[src/rtl/la_pkg.sv]
// logic analyzer package: sample type, command opcodes, payload union, host command struct
`default_nettype none

package la_pkg;

  localparam int SAMPLE_W = 8;  // probe width, also one uart byte

  typedef logic [SAMPLE_W-1:0] sample_t;
  typedef logic [15:0]         div_t;     // sample period minus one

  // host opcodes, top two bits of the command word
  typedef enum logic [1:0] {
    NOP     = 2'd0,
    SET_CNT = 2'd1,
    RUN     = 2'd2,
    SET_DIV = 2'd3
  } cmd_op_e;

  typedef struct packed {
    logic [5:0]  dly_cnt;   // post-trigger samples / 4
    logic [7:0]  reserved;
    logic [15:0] rd_cnt;    // readback samples / 4
  } cnt_payload_t;

  typedef struct packed {
    logic [13:0] reserved;
    div_t        div;       // clocks per sample - 1
  } div_payload_t;

  // same 30 bits, decoded by opcode
  typedef union packed {
    cnt_payload_t cnt;      // under SET_CNT
    div_payload_t div;      // under SET_DIV
  } cmd_payload_u;

  typedef struct packed {
    cmd_op_e      op;
    cmd_payload_u payload;
  } host_cmd_t;

endpackage

`default_nettype wire

[src/rtl/capture_ctrl.sv]
// capture and readback sequencer: sample pointer, counts, memory address and uart strobe
`timescale 1ns/1ps
`default_nettype none

module capture_ctrl import la_pkg::*; #(
  parameter int DEPTH = 5         // address width
) (
  input  logic             clk_i,
  input  logic             rst_in,
  input  logic             cmd_stb_i,  // single cycle, no back-pressure
  input  host_cmd_t        cmd_i,
  input  logic             smp_stb_i,  // new sample available
  output logic             mem_we_o,
  output logic [DEPTH-1:0] mem_addr_o,
  input  logic             tx_rdy_i,
  output logic             tx_stb_o,   // one stage after address
  output logic             busy_o
);

  localparam int CNT_W = 18;  // 16 bit count times 4

  typedef enum logic [1:0] { IDLE, TRG, TX, TX_WAIT } state_e;

  state_e           state;
  state_e           state_next;
  logic [5:0]       dly_cnt;
  logic [15:0]      rd_cnt;
  logic [CNT_W-1:0] cnt;
  logic [CNT_W-1:0] cnt_next;
  logic [CNT_W-1:0] tgt;        // latched target of current phase
  logic [CNT_W-1:0] tgt_next;
  logic [DEPTH-1:0] ptr;
  logic [DEPTH-1:0] ptr_next;
  logic             tx_req;     // address out this cycle
  logic             tx_stb_q;
  logic             run;
  logic             set_cnt;

  assign run     = cmd_stb_i && (cmd_i.op == RUN);
  assign set_cnt = cmd_stb_i && (cmd_i.op == SET_CNT);

  always_comb begin
    state_next = state;
    cnt_next   = cnt;
    tgt_next   = tgt;
    ptr_next   = ptr;
    mem_we_o   = 1'b0;
    tx_req     = 1'b0;
    case (state)
      // free running capture, keeps the pre-trigger history
      IDLE: begin
        if (smp_stb_i) begin
          mem_we_o = 1'b1;
          ptr_next = ptr + 1'b1;  // wraps at 2**DEPTH
        end
        if (run) begin
          state_next = TRG;
          cnt_next   = '0;
          tgt_next   = {{(CNT_W-8){1'b0}}, dly_cnt, 2'b00};
        end
      end
      TRG: begin
        if (cnt == tgt) begin
          state_next = TX;
          cnt_next   = '0;
          tgt_next   = {rd_cnt, 2'b00};
          ptr_next   = ptr - 1'b1;  // back to newest sample
        end else if (smp_stb_i) begin
          mem_we_o = 1'b1;
          cnt_next = cnt + 1'b1;
          ptr_next = ptr + 1'b1;
        end
      end
      // newest first, one byte per uart frame
      TX: begin
        if (cnt == tgt) begin
          state_next = IDLE;
        end else if (tx_rdy_i) begin
          tx_req     = 1'b1;
          state_next = TX_WAIT;
          cnt_next   = cnt + 1'b1;
          ptr_next   = ptr - 1'b1;
        end
      end
      TX_WAIT: begin
        if (tx_rdy_i) begin  // low while strobe in flight
          state_next = TX;
        end
      end
      default: state_next = IDLE;
    endcase
  end

  always_ff @(posedge clk_i) begin
    if (!rst_in) begin
      state    <= IDLE;
      cnt      <= '0;
      tgt      <= '0;
      ptr      <= '0;
      tx_stb_q <= 1'b0;
    end else begin
      state    <= state_next;
      cnt      <= cnt_next;
      tgt      <= tgt_next;
      ptr      <= ptr_next;
      tx_stb_q <= tx_req;  // lines up with ram rdata
    end
  end

  // counts from host, picked up at the next phase start
  always_ff @(posedge clk_i) begin
    if (!rst_in) begin
      dly_cnt <= 6'd1;
      rd_cnt  <= 16'd1;
    end else if (set_cnt) begin
      dly_cnt <= cmd_i.payload.cnt.dly_cnt;
      rd_cnt  <= cmd_i.payload.cnt.rd_cnt;
    end
  end

  assign mem_addr_o = ptr;
  assign tx_stb_o   = tx_stb_q;
  assign busy_o     = (state != IDLE);

  // writes only while capturing, never with a byte in flight to the uart
  a_we_capture: assert property (@(posedge clk_i) disable iff (!rst_in)
    mem_we_o |-> (state inside {IDLE, TRG}) && !tx_stb_q);

  // strobe was issued in a cycle where the uart reported ready
  a_stb_rdy: assert property (@(posedge clk_i) disable iff (!rst_in)
    tx_stb_o |-> $past(tx_rdy_i));

endmodule

`default_nettype wire

[src/rtl/logic_analyzer.sv]
// logic analyzer top: sampler, sequencer, sample memory and uart, with divider command decode
`timescale 1ns/1ps
`default_nettype none

module logic_analyzer import la_pkg::*; #(
  parameter int DEPTH        = 5,  // memory address width
  parameter int CLKS_PER_BIT = 4   // uart bit time
) (
  input  logic      clk_i,
  input  logic      rst_in,
  input  sample_t   probe_i,
  input  logic      cmd_stb_i,  // one cycle, no back-pressure
  input  host_cmd_t cmd_i,
  output logic      uart_tx_o,
  output logic      busy_o
);

  logic             div_load;
  div_t             div;
  logic             smp_stb;
  sample_t          smp_data;
  logic             mem_we;
  logic [DEPTH-1:0] mem_addr;
  sample_t          rdata;
  logic             tx_stb;
  logic             tx_rdy;

  // SET_DIV goes straight to the sampler
  assign div_load = cmd_stb_i && (cmd_i.op == SET_DIV);
  assign div      = cmd_i.payload.div.div;

  sample_sync u_sample_sync (
    .clk_i      (clk_i),
    .rst_in     (rst_in),
    .probe_i    (probe_i),
    .div_load_i (div_load),
    .div_i      (div),
    .smp_stb_o  (smp_stb),
    .smp_data_o (smp_data)
  );

  // SET_CNT and RUN decoded inside
  capture_ctrl #(
    .DEPTH (DEPTH)
  ) u_capture_ctrl (
    .clk_i      (clk_i),
    .rst_in     (rst_in),
    .cmd_stb_i  (cmd_stb_i),
    .cmd_i      (cmd_i),
    .smp_stb_i  (smp_stb),
    .mem_we_o   (mem_we),
    .mem_addr_o (mem_addr),
    .tx_rdy_i   (tx_rdy),
    .tx_stb_o   (tx_stb),
    .busy_o     (busy_o)
  );

  sample_ram #(
    .DEPTH (DEPTH)
  ) u_sample_ram (
    .clk_i   (clk_i),
    .we_i    (mem_we),
    .addr_i  (mem_addr),
    .wdata_i (smp_data),
    .rdata_o (rdata)
  );

  uart_tx #(
    .CLKS_PER_BIT (CLKS_PER_BIT)
  ) u_uart_tx (
    .clk_i  (clk_i),
    .rst_in (rst_in),
    .stb_i  (tx_stb),  // same cycle as rdata
    .data_i (rdata),
    .rdy_o  (tx_rdy),
    .tx_o   (uart_tx_o)
  );

endmodule

`default_nettype wire

[src/rtl/sample_ram.sv]
// circular sample memory, single port, sync write and registered read-first read
`timescale 1ns/1ps
`default_nettype none

module sample_ram import la_pkg::*; #(
  parameter int DEPTH = 5  // 2**DEPTH entries
) (
  input  logic             clk_i,
  input  logic             we_i,
  input  logic [DEPTH-1:0] addr_i,
  input  sample_t          wdata_i,
  output sample_t          rdata_o   // one cycle after addr_i
);

  sample_t mem [2**DEPTH];
  sample_t rdata_q;

  always_ff @(posedge clk_i) begin
    if (we_i) begin
      mem[addr_i] <= wdata_i;
    end
    rdata_q <= mem[addr_i];  // old contents on a write cycle
  end

  assign rdata_o = rdata_q;

endmodule

`default_nettype wire

[src/rtl/sample_sync.sv]
// probe synchronizer and sample strobe generator with programmable period
`timescale 1ns/1ps
`default_nettype none

module sample_sync import la_pkg::*; (
  input  logic    clk_i,
  input  logic    rst_in,       // sync, active low
  input  sample_t probe_i,      // async probe bus
  input  logic    div_load_i,   // new divider strobe
  input  div_t    div_i,
  output logic    smp_stb_o,    // one cycle per period
  output sample_t smp_data_o    // valid with smp_stb_o
);

  sample_t sync_q1;
  sample_t sync_q2;
  div_t    div_q;     // stored period - 1
  div_t    per_cnt;   // counts down to zero
  logic    stb_q;
  sample_t data_q;

  // two flop synchronizer
  always_ff @(posedge clk_i) begin
    sync_q1 <= probe_i;
    sync_q2 <= sync_q1;
  end

  // divider register
  always_ff @(posedge clk_i) begin
    if (!rst_in) begin
      div_q <= '0;  // every clock after reset
    end else if (div_load_i) begin
      div_q <= div_i;
    end
  end

  // period counter and strobe
  always_ff @(posedge clk_i) begin
    if (!rst_in) begin
      per_cnt <= '0;
      stb_q   <= 1'b0;
    end else if (div_load_i) begin
      per_cnt <= div_i;  // restart period with new value
      stb_q   <= 1'b0;
    end else if (per_cnt == '0) begin
      per_cnt <= div_q;  // reload
      stb_q   <= 1'b1;
    end else begin
      per_cnt <= per_cnt - 1'b1;
      stb_q   <= 1'b0;
    end
  end

  // sample register, captured with the strobe
  always_ff @(posedge clk_i) begin
    if (rst_in && !div_load_i && per_cnt == '0) begin
      data_q <= sync_q2;
    end
  end

  assign smp_stb_o  = stb_q;
  assign smp_data_o = data_q;

endmodule

`default_nettype wire

[src/rtl/uart_tx.sv]
// 8N1 uart serializer with ready flag
`timescale 1ns/1ps
`default_nettype none

module uart_tx import la_pkg::*; #(
  parameter int CLKS_PER_BIT = 4  // bit time in clocks
) (
  input  logic    clk_i,
  input  logic    rst_in,
  input  logic    stb_i,    // start a frame
  input  sample_t data_i,   // byte to send, valid with stb_i
  output logic    rdy_o,    // idle and not taking a strobe
  output logic    tx_o      // serial line, idle high
);

  localparam int CW = $clog2(CLKS_PER_BIT + 1);

  logic              busy;
  logic              tx_q;
  logic [SAMPLE_W:0] shreg;    // stop bit above the data
  logic [3:0]        bit_cnt;  // bits left after current one
  logic [CW-1:0]     clk_cnt;

  always_ff @(posedge clk_i) begin
    if (!rst_in) begin
      busy    <= 1'b0;
      tx_q    <= 1'b1;  // line idle
      bit_cnt <= '0;
      clk_cnt <= '0;
    end else if (!busy) begin
      if (stb_i) begin
        busy    <= 1'b1;
        tx_q    <= 1'b0;  // start bit
        bit_cnt <= 4'd9;
        clk_cnt <= CW'(CLKS_PER_BIT - 1);
      end
    end else if (clk_cnt != '0) begin
      clk_cnt <= clk_cnt - 1'b1;  // hold current bit
    end else if (bit_cnt == '0) begin
      busy <= 1'b0;  // stop bit done
    end else begin
      tx_q    <= shreg[0];  // lsb first, stop bit last
      bit_cnt <= bit_cnt - 1'b1;
      clk_cnt <= CW'(CLKS_PER_BIT - 1);
    end
  end

  // payload shifter
  always_ff @(posedge clk_i) begin
    if (!busy && stb_i) begin
      shreg <= {1'b1, data_i};
    end else if (busy && clk_cnt == '0 && bit_cnt != '0) begin
      shreg <= {1'b1, shreg[SAMPLE_W:1]};
    end
  end

  assign rdy_o = !busy && !stb_i;  // strobe this cycle is not ready
  assign tx_o  = tx_q;

  // sender must wait for ready before the next byte
  a_no_stb_busy: assert property (@(posedge clk_i) disable iff (!rst_in)
    stb_i |-> !busy);

endmodule

`default_nettype wire
[config.mk]
export PLATFORM = sky130hd
export DESIGN_NAME = logic_analyzer
export DESIGN_NICKNAME = d
export VERILOG_FILES = /design/src/rtl/la_pkg.sv /design/src/rtl/capture_ctrl.sv /design/src/rtl/logic_analyzer.sv /design/src/rtl/sample_ram.sv /design/src/rtl/sample_sync.sv /design/src/rtl/uart_tx.sv
export SDC_FILE = /design/constraint.sdc
export NUM_CORES = 1
export LEC_CHECK = 0
export ABC_AREA = 1
export BUFFER_PORTS_ARGS = -buffer_cell sky130_fd_sc_hd__clkbuf_2
export CAP_MARGIN = 20
export CELL_PAD_IN_SITES_DETAIL_PLACEMENT = 1
export CELL_PAD_IN_SITES_GLOBAL_PLACEMENT = 1
export CORE_UTILIZATION = 53
export CTS_CLUSTER_DIAMETER = 150
export CTS_CLUSTER_SIZE = 24
export DETAILED_ROUTE_END_ITERATION = 16
export MAX_ROUTING_LAYER = met4
export PLACE_DENSITY = 0.9
export SYNTH_ARGS = -nofsm -noshare
export SYNTH_HDL_FRONTEND = slang
export SYNTH_SLANG_ARGS = --single-unit
[constraint.sdc]
create_clock -name clk_i -period 4.77 [get_ports clk_i]
set_input_delay 0.2385 -clock clk_i [delete_from_list [all_inputs] [get_ports clk_i]]
set_output_delay 0.2385 -clock clk_i [all_outputs]
set_load 0.01 [all_outputs]
Word-level counts from Yosys, hierarchy flattened --
Memories as Yosys holds them, arrays and structs flattened. A register that Yosys moved wholly into a read port is not among the register bits. Cells that the tools add are included.
Storage, ports and cells: latch bits 0, bits in writable memories 256, word-level logic and storage cells 122, input port bits 43, output and inout port bits 2, flip-flop bits (word level) 140, memories 1, ROM bits 0
Memory list:
- u_sample_ram.mem | words 32, width 8, read ports 1, clocked after memory_dff 1, write ports 1, line sample_ram.sv:15 | sample_t mem [2**DEPTH];
Operators by class: bitwise operators 2, $mul 0, divide/modulo/power cells 0, equality and inequality tests 17, add/subtract/negate cells 6, reduce and logical (&&, ||, !) cells 31, multiplexer cells 47, $lt $le $gt $ge 0, shift operators 0
Operator list (number):
- 2-to-1 mux 18 bit | 7
- case mux 18 bit (3 select lines) | 1
- case mux 18 bit (2 select lines) | 1
- 2-to-1 mux 16 bit | 2
- 2-to-1 mux 5 bit | 4
- adder 18 x 1 -> 18 bit (second input constant) | 1
- == test 18 bit | 1
- zero test 16 bit | 1
- 2-to-1 mux 4 bit | 4
- 2-to-1 mux 8 bit | 2
- subtractor 16 x 1 -> 16 bit (second input constant) | 1
- case mux 5 bit (3 select lines) | 1
- 2-to-1 mux 1 bit | 14
- 2-to-1 mux 3 bit | 4
- 2-to-1 mux 2 bit | 5
- inequality test 2 bit (second input constant) | 5
- logical AND 1 bit | 9
- AND reduction 3 bit | 3
- == test 2 bit (second input constant) | 4
- case mux 2 bit (4 select lines) | 1
- nonzero test 2 bit | 4
- inequality test 3 x 2 -> 1 bit (second input constant) | 2
- nonzero test 3 bit | 2
- adder 5 x 1 -> 5 bit (second input constant) | 1
- 18 further kinds | 23

Logic depth before layout (Yosys ltp) --
depth after elaboration 5, mapped depth 14, mapped depth without buffers 13

Cells and area by module --
Synthesis repeated with hierarchy kept, for this count alone.
Second synthesis, totals: cells, all modules 2080, area total of the unflattened synthesis 18270.0 um2
By module, submodules not included:
- sample_ram | area each 10988.0 um2, cells an instance 1063, times used 1, seq. area each 7847.5 um2
- capture_ctrl | area each 4011.3 um2, cells an instance 632, times used 1, seq. area each 1281.2 um2
- sample_sync | area each 2409.8 um2, cells an instance 279, times used 1, seq. area each 1221.2 um2
- uart_tx | area each 847.1 um2, cells an instance 103, times used 1, seq. area each 420.4 um2
- logic_analyzer | area each 13.8 um2, cells an instance 3, times used 1, seq. area each 0.0 um2

Worst setup path after synthesis --
No wires, ideal clock.
path type reg-to-reg, from register u_capture_ctrl.ptr[3], in the netlist u_capture_ctrl.mem_addr_o[3], to memory u_sample_ram.mem[11][0] in the netlist's numbering, enable pin, required time 4.387 ns, library setup time 0.383 ns, period minus slack after synthesis 2.272 ns, buffers on the path 1, cell stages (with the launch flop) 8, path slack 2.498 ns, arrival time 1.889 ns, path through dfxtp_1 -> clkbuf_1 -> inv_1 -> nor2_1 -> inv_1 -> nor2_1 -> inv_1 -> nor3_1
RTL lines:
- start: declaration | line capture_ctrl.sv:32 | logic [DEPTH-1:0] ptr;
- start signal: assignment | line capture_ctrl.sv:105 | ptr <= ptr_next;
- end: declaration | line sample_ram.sv:15
Straight into the memory's write port.

Worst setup path in the final report --
from register u_capture_ctrl.cnt[0], to memory u_sample_ram.mem[0][2] in the netlist's numbering, enable pin
Between the ends: word-level cells in the longest chain between the ends 5
Ends and longest elaborated chain:
- start: declaration | line capture_ctrl.sv:28 | logic [CNT_W-1:0] cnt;
- start signal: assignment | line capture_ctrl.sv:103 | cnt <= cnt_next;
- == test 18 bit | line capture_ctrl.sv:63 | if (cnt == tgt) begin
- 2-to-1 mux 1 bit | line capture_ctrl.sv:63
- case mux 1 bit (2 select lines) | line capture_ctrl.sv:49 | case (state)
- 2-to-1 mux 1 bit | line sample_ram.sv:19 | if (we_i) begin
- 2-to-1 mux 1 bit (not written as such) | line sample_ram.sv:20 | mem[addr_i] <= wdata_i;
No other way between the ends.

==> metrics.csv <==
stage,metric,value,unit
outcome,status,completed,
place,DP Wirelength,30900,µm
layout,share of cells above drive strength 1,0.0719,
layout,post-route cell area,18400,µm²
layout,"commonest non-fill, non-tap cell in the layout",nand2_1,
yosys,XOR/XNOR Fraction of Synth Area,0.0104,
yosys,"Async S/R FF share, synth",0,
layout,fin util,0.586,
sta,Post-Route Setup TNS,0,ns
sta,slew margin rel.,0.328,
clock_network,maximum clock path buffer count,3,
layout,"non-filler cells, final",2170,
drt,router iterations before antenna repair,5,
sta,Final Skew,0.0239,ns
place,Port Buffer Count,36,
die,FP Rows,65,
layout,most frequent cells in the layout,"nand2_1 (326), nor2_1 (280), edfxtp_1 (272)",
sta,final slew viol count,0,
yosys,Cell variety after synth,46,
sta,worst-margin pin slew,1.01,ns
sta,unrepaired setup endpoints after global routing,false,
yosys,ys flop type,edfxtp_1,
global_routing,gr usage total,0.303,
worst_setup_path,Crit. End Element,register,
yosys,largest family of logic cells by synthesized area,simple AND/OR/NAND/NOR gates,
yosys,Post-Synth Simple-Gate Area,0.172,
place,placed inst area,17400,µm²
drt,ANT nets after route,0,
die,num ports,45,
layout,area grow syn2layout,9.03,%
worst_setup_path,CP top delay family,simple AND/OR/NAND/NOR gates,
yosys,synthesized instance count,1721,
worst_setup_path,crit path from,u_capture_ctrl.cnt[0]$_SDFFE_PN0P_,
yosys,Synth Net Count,1781,
worst_setup_path,Worst R2R Path Depth,9,
worst_setup_path,CP Data Required Time,4.95,ns
hold_path,Hold Crit Class,in -> reg,
clock_network,CTS tree,built,
worst_setup_path,peak fanout along the critical path,21,
clock_network,Post-CTS Setup Bufs,0,
yosys,"FF+latch count, synth",402,
sta,crit path time final,3.21,ns
drt,vias per cell,6.08,
drt,drt drc,0,
clock_network,# clock sinks,402,
worst_setup_path,CP peak stage delay,0.74,ns
run,Max-Cap Viols,0,
yosys,Compound-Gate Fraction of Synth Area,0.122,
yosys,Netlist Area Pre-Place,16900,µm²
sta,Final Hold Vio Count,0,
global_routing,initial antenna violation count,1,
worst_setup_path,CP Depth,9,
worst_setup_path,critical path startpoint category,register,
clock_network,H-tree depth,1,
place,global placement routability congestion,0.882,
die,chip height,181,µm
power_and_ir_drop,Pleak,6.75,nW
global_routing,largest net degree at the start of global routing,95,
sta,Final Cycle Share,0.674,
global_routing,first-pass GRT wire length,74500,µm
yosys,sequential area share after synthesis,0.637,
sta,Fin Hold WS,0.0141,ns
power_and_ir_drop,maximum VDD drop,0.000286,V
clock_network,CTS root buffer,clkbuf_16,
die,Starting Density,0.537,
layout,Final nets,1814,
hold_path,Hold Path Depth,3,
yosys,number of enable flip-flop cells after synthesis,272,
drt,Post-Route WL,50700,µm
die,core area,31500,µm²
hold_path,Min-Delay Startpoint,cmd_i[6],
worst_setup_path,WS Path Type,reg -> reg,
die,die outline area,32600,µm²
yosys,Avg Inst Size Synth,9.83,µm²
clock_network,CTS resizes,0,
global_routing,vias in the first global route,13600,
sta,endpoints failing setup,0,
worst_setup_path,CP max stage cell,nor2_1,
clock_network,Clock Pin Slew Worst Setup and Hold Paths,0.11,ns
die,DIE WIDTH,181,µm
yosys,Synth Area in Adders,0.0126,
worst_setup_path,"Buf+Inv Stages, Crit Path",1,
worst_setup_path,CP Data Arrival Time,3.39,ns
sta,Fmax achieved,311,MHz
drt,DRT iter0 DRCs,1297,
drt,DR vias,13200,
yosys,mux contribution to synthesized area,0.00118,
clock_network,CTS Buf Count,20,
power_and_ir_drop,Power Dens Cells,441,nW/µm²
yosys,yosys warns,0,
place,dpl cells,2101,
worst_setup_path,ordered cell list for the critical path,"inv_1, ha_1, nand3_1, nor2_2, nand3_2, a21oi_4, nor2_4, nand2_4, nor2_1",
clock_network,hold_buf cts,23,
drt,WL/cell,23.4,µm
clock_network,Skew-Pair Late Insertion Delay,0.56,ns
layout,filler cell count,3408,
global_routing,global route overflow,0,
worst_setup_path,worst r2r src,u_capture_ctrl.cnt[0]$_SDFFE_PN0P_,
## worst paths after layout
kind,to,slack [ns]
worst min-delay path,u_capture_ctrl.rd_cnt[6]$_SDFFE_PN0P_,0.01
worst max-delay path,u_sample_ram.mem[0][2]$_DFFE_PP_,1.56
worst max register to register,u_sample_ram.mem[0][2]$_DFFE_PP_,1.56
worst min register to register,u_sample_sync.sync_q2[3]$_DFF_P_,0.34
## state kept, by name, summed over array words and instances (netlist names)
signal and cells:
u_sample_sync.smp_data_o 8, u_sample_ram.rdata_o 8, u_uart_tx.busy 1, u_uart_tx.bit_cnt 4
u_sample_sync.div_q 16, u_sample_ram.mem 256, u_sample_sync.per_cnt 16, u_capture_ctrl.mem_addr_o 5
u_uart_tx.shreg 8, u_capture_ctrl.tgt 16, u_sample_sync.smp_stb_o 1, u_capture_ctrl.cnt 18
u_capture_ctrl.tx_stb_o 1, u_sample_sync.sync_q2 8, u_uart_tx.tx_o 1, u_capture_ctrl.dly_cnt 6
u_capture_ctrl.rd_cnt 16, u_capture_ctrl.state 2, u_sample_sync.sync_q1 8, u_uart_tx.clk_cnt 3
## synthesized netlist by cell type (2+ instances only)
cell	number	share of area
a211oi_1	5	0.0022
ha_1	17	0.013
a21oi_1	78	0.023
clkbuf_1	61	0.014
clkinv_1	3	0.00067
nor4_1	3	0.0011
o21ai_1	12	0.0036
nand2_4	4	0.0027
o31ai_1	2	0.00089
nand2_2	4	0.0015
a31oi_1	2	0.00074
xor2_1	18	0.0093
nor2_2	3	0.0011
nand4_1	13	0.0048
buf_1	3	0.00067
mux2i_1	2	0.0012
buf_2	9	0.0027
o211ai_1	4	0.0018
buf_4	2	0.00089
o22ai_1	64	0.024
dfxtp_1	130	0.15
nand3_1	49	0.014
or2_2	2	0.00074
o21ai_0	180	0.053
a21boi_0	2	0.00089
nand3_2	2	0.0012
nor2_1	280	0.062
a22o_1	8	0.0041
inv_1	102	0.023
xnor2_1	2	0.0010
nor3_1	19	0.0056
a221oi_1	9	0.0047
edfxtp_1	272	0.48
nor2_4	2	0.0013
inv_2	17	0.0038
nand2_1	326	0.072
## cell type report
class | count | area [µm²] | area share
Sequential cell | 402 | 10800 | 0.584
Multi-Input combinational cell | 1121 | 5380 | 0.291
Timing Repair Buffer | 87 | 756 | 0.0410
Clock buffer | 33 | 549 | 0.0298
Tap cell | 402 | 503 | 0.0273
Inverter | 122 | 459 | 0.0249
Clock inverter | 2 | 22.5 | 0.00122
Antenna cell | 1 | 2.50 | 0.000136
## worst min-delay path, delay by kind of cell
kind,cells,cell delay (ns)
simple gates,2,0.16
buf+inv,1,0.13
## metrics by stage
| stage | worst slack (ns) | power, mW |
|---|---|---|
| after floorplan | 2.50 | 5.51 |
| after global placement | 1.57 | 5.98 |
| after detailed placement | 1.38 | 6.14 |
| after CTS | 1.34 | 8.01 |
| after global routing | 1.45 | 8.42 |
| final | 1.56 | 8.14 |
## where the power goes
group	total [mW]	switching (mW)	internal, mW
registers	4.11	0.189	3.92
clock network	1.91	1.10	0.806
logic	2.12	1.53	0.592
total	8.14	2.82	5.32
## cells by family after synthesis
family,after synthesis
compound gates,370
xor+xnor,20
fa+ha+maj,17
buf+inv,198
flops,402
mux,2
simple gates,712
## layer usage
| layer | GRT usage | wire, µm |
|---|---|---|
| met1 | 0.345 | 19200 |
| met2 | 0.547 | 26600 |
| met3 | 0.0327 | 2990 |
| met4 | 0.118 | 1950 |
| met5 | - | 0 |
(Power assumes the default switching activity.)
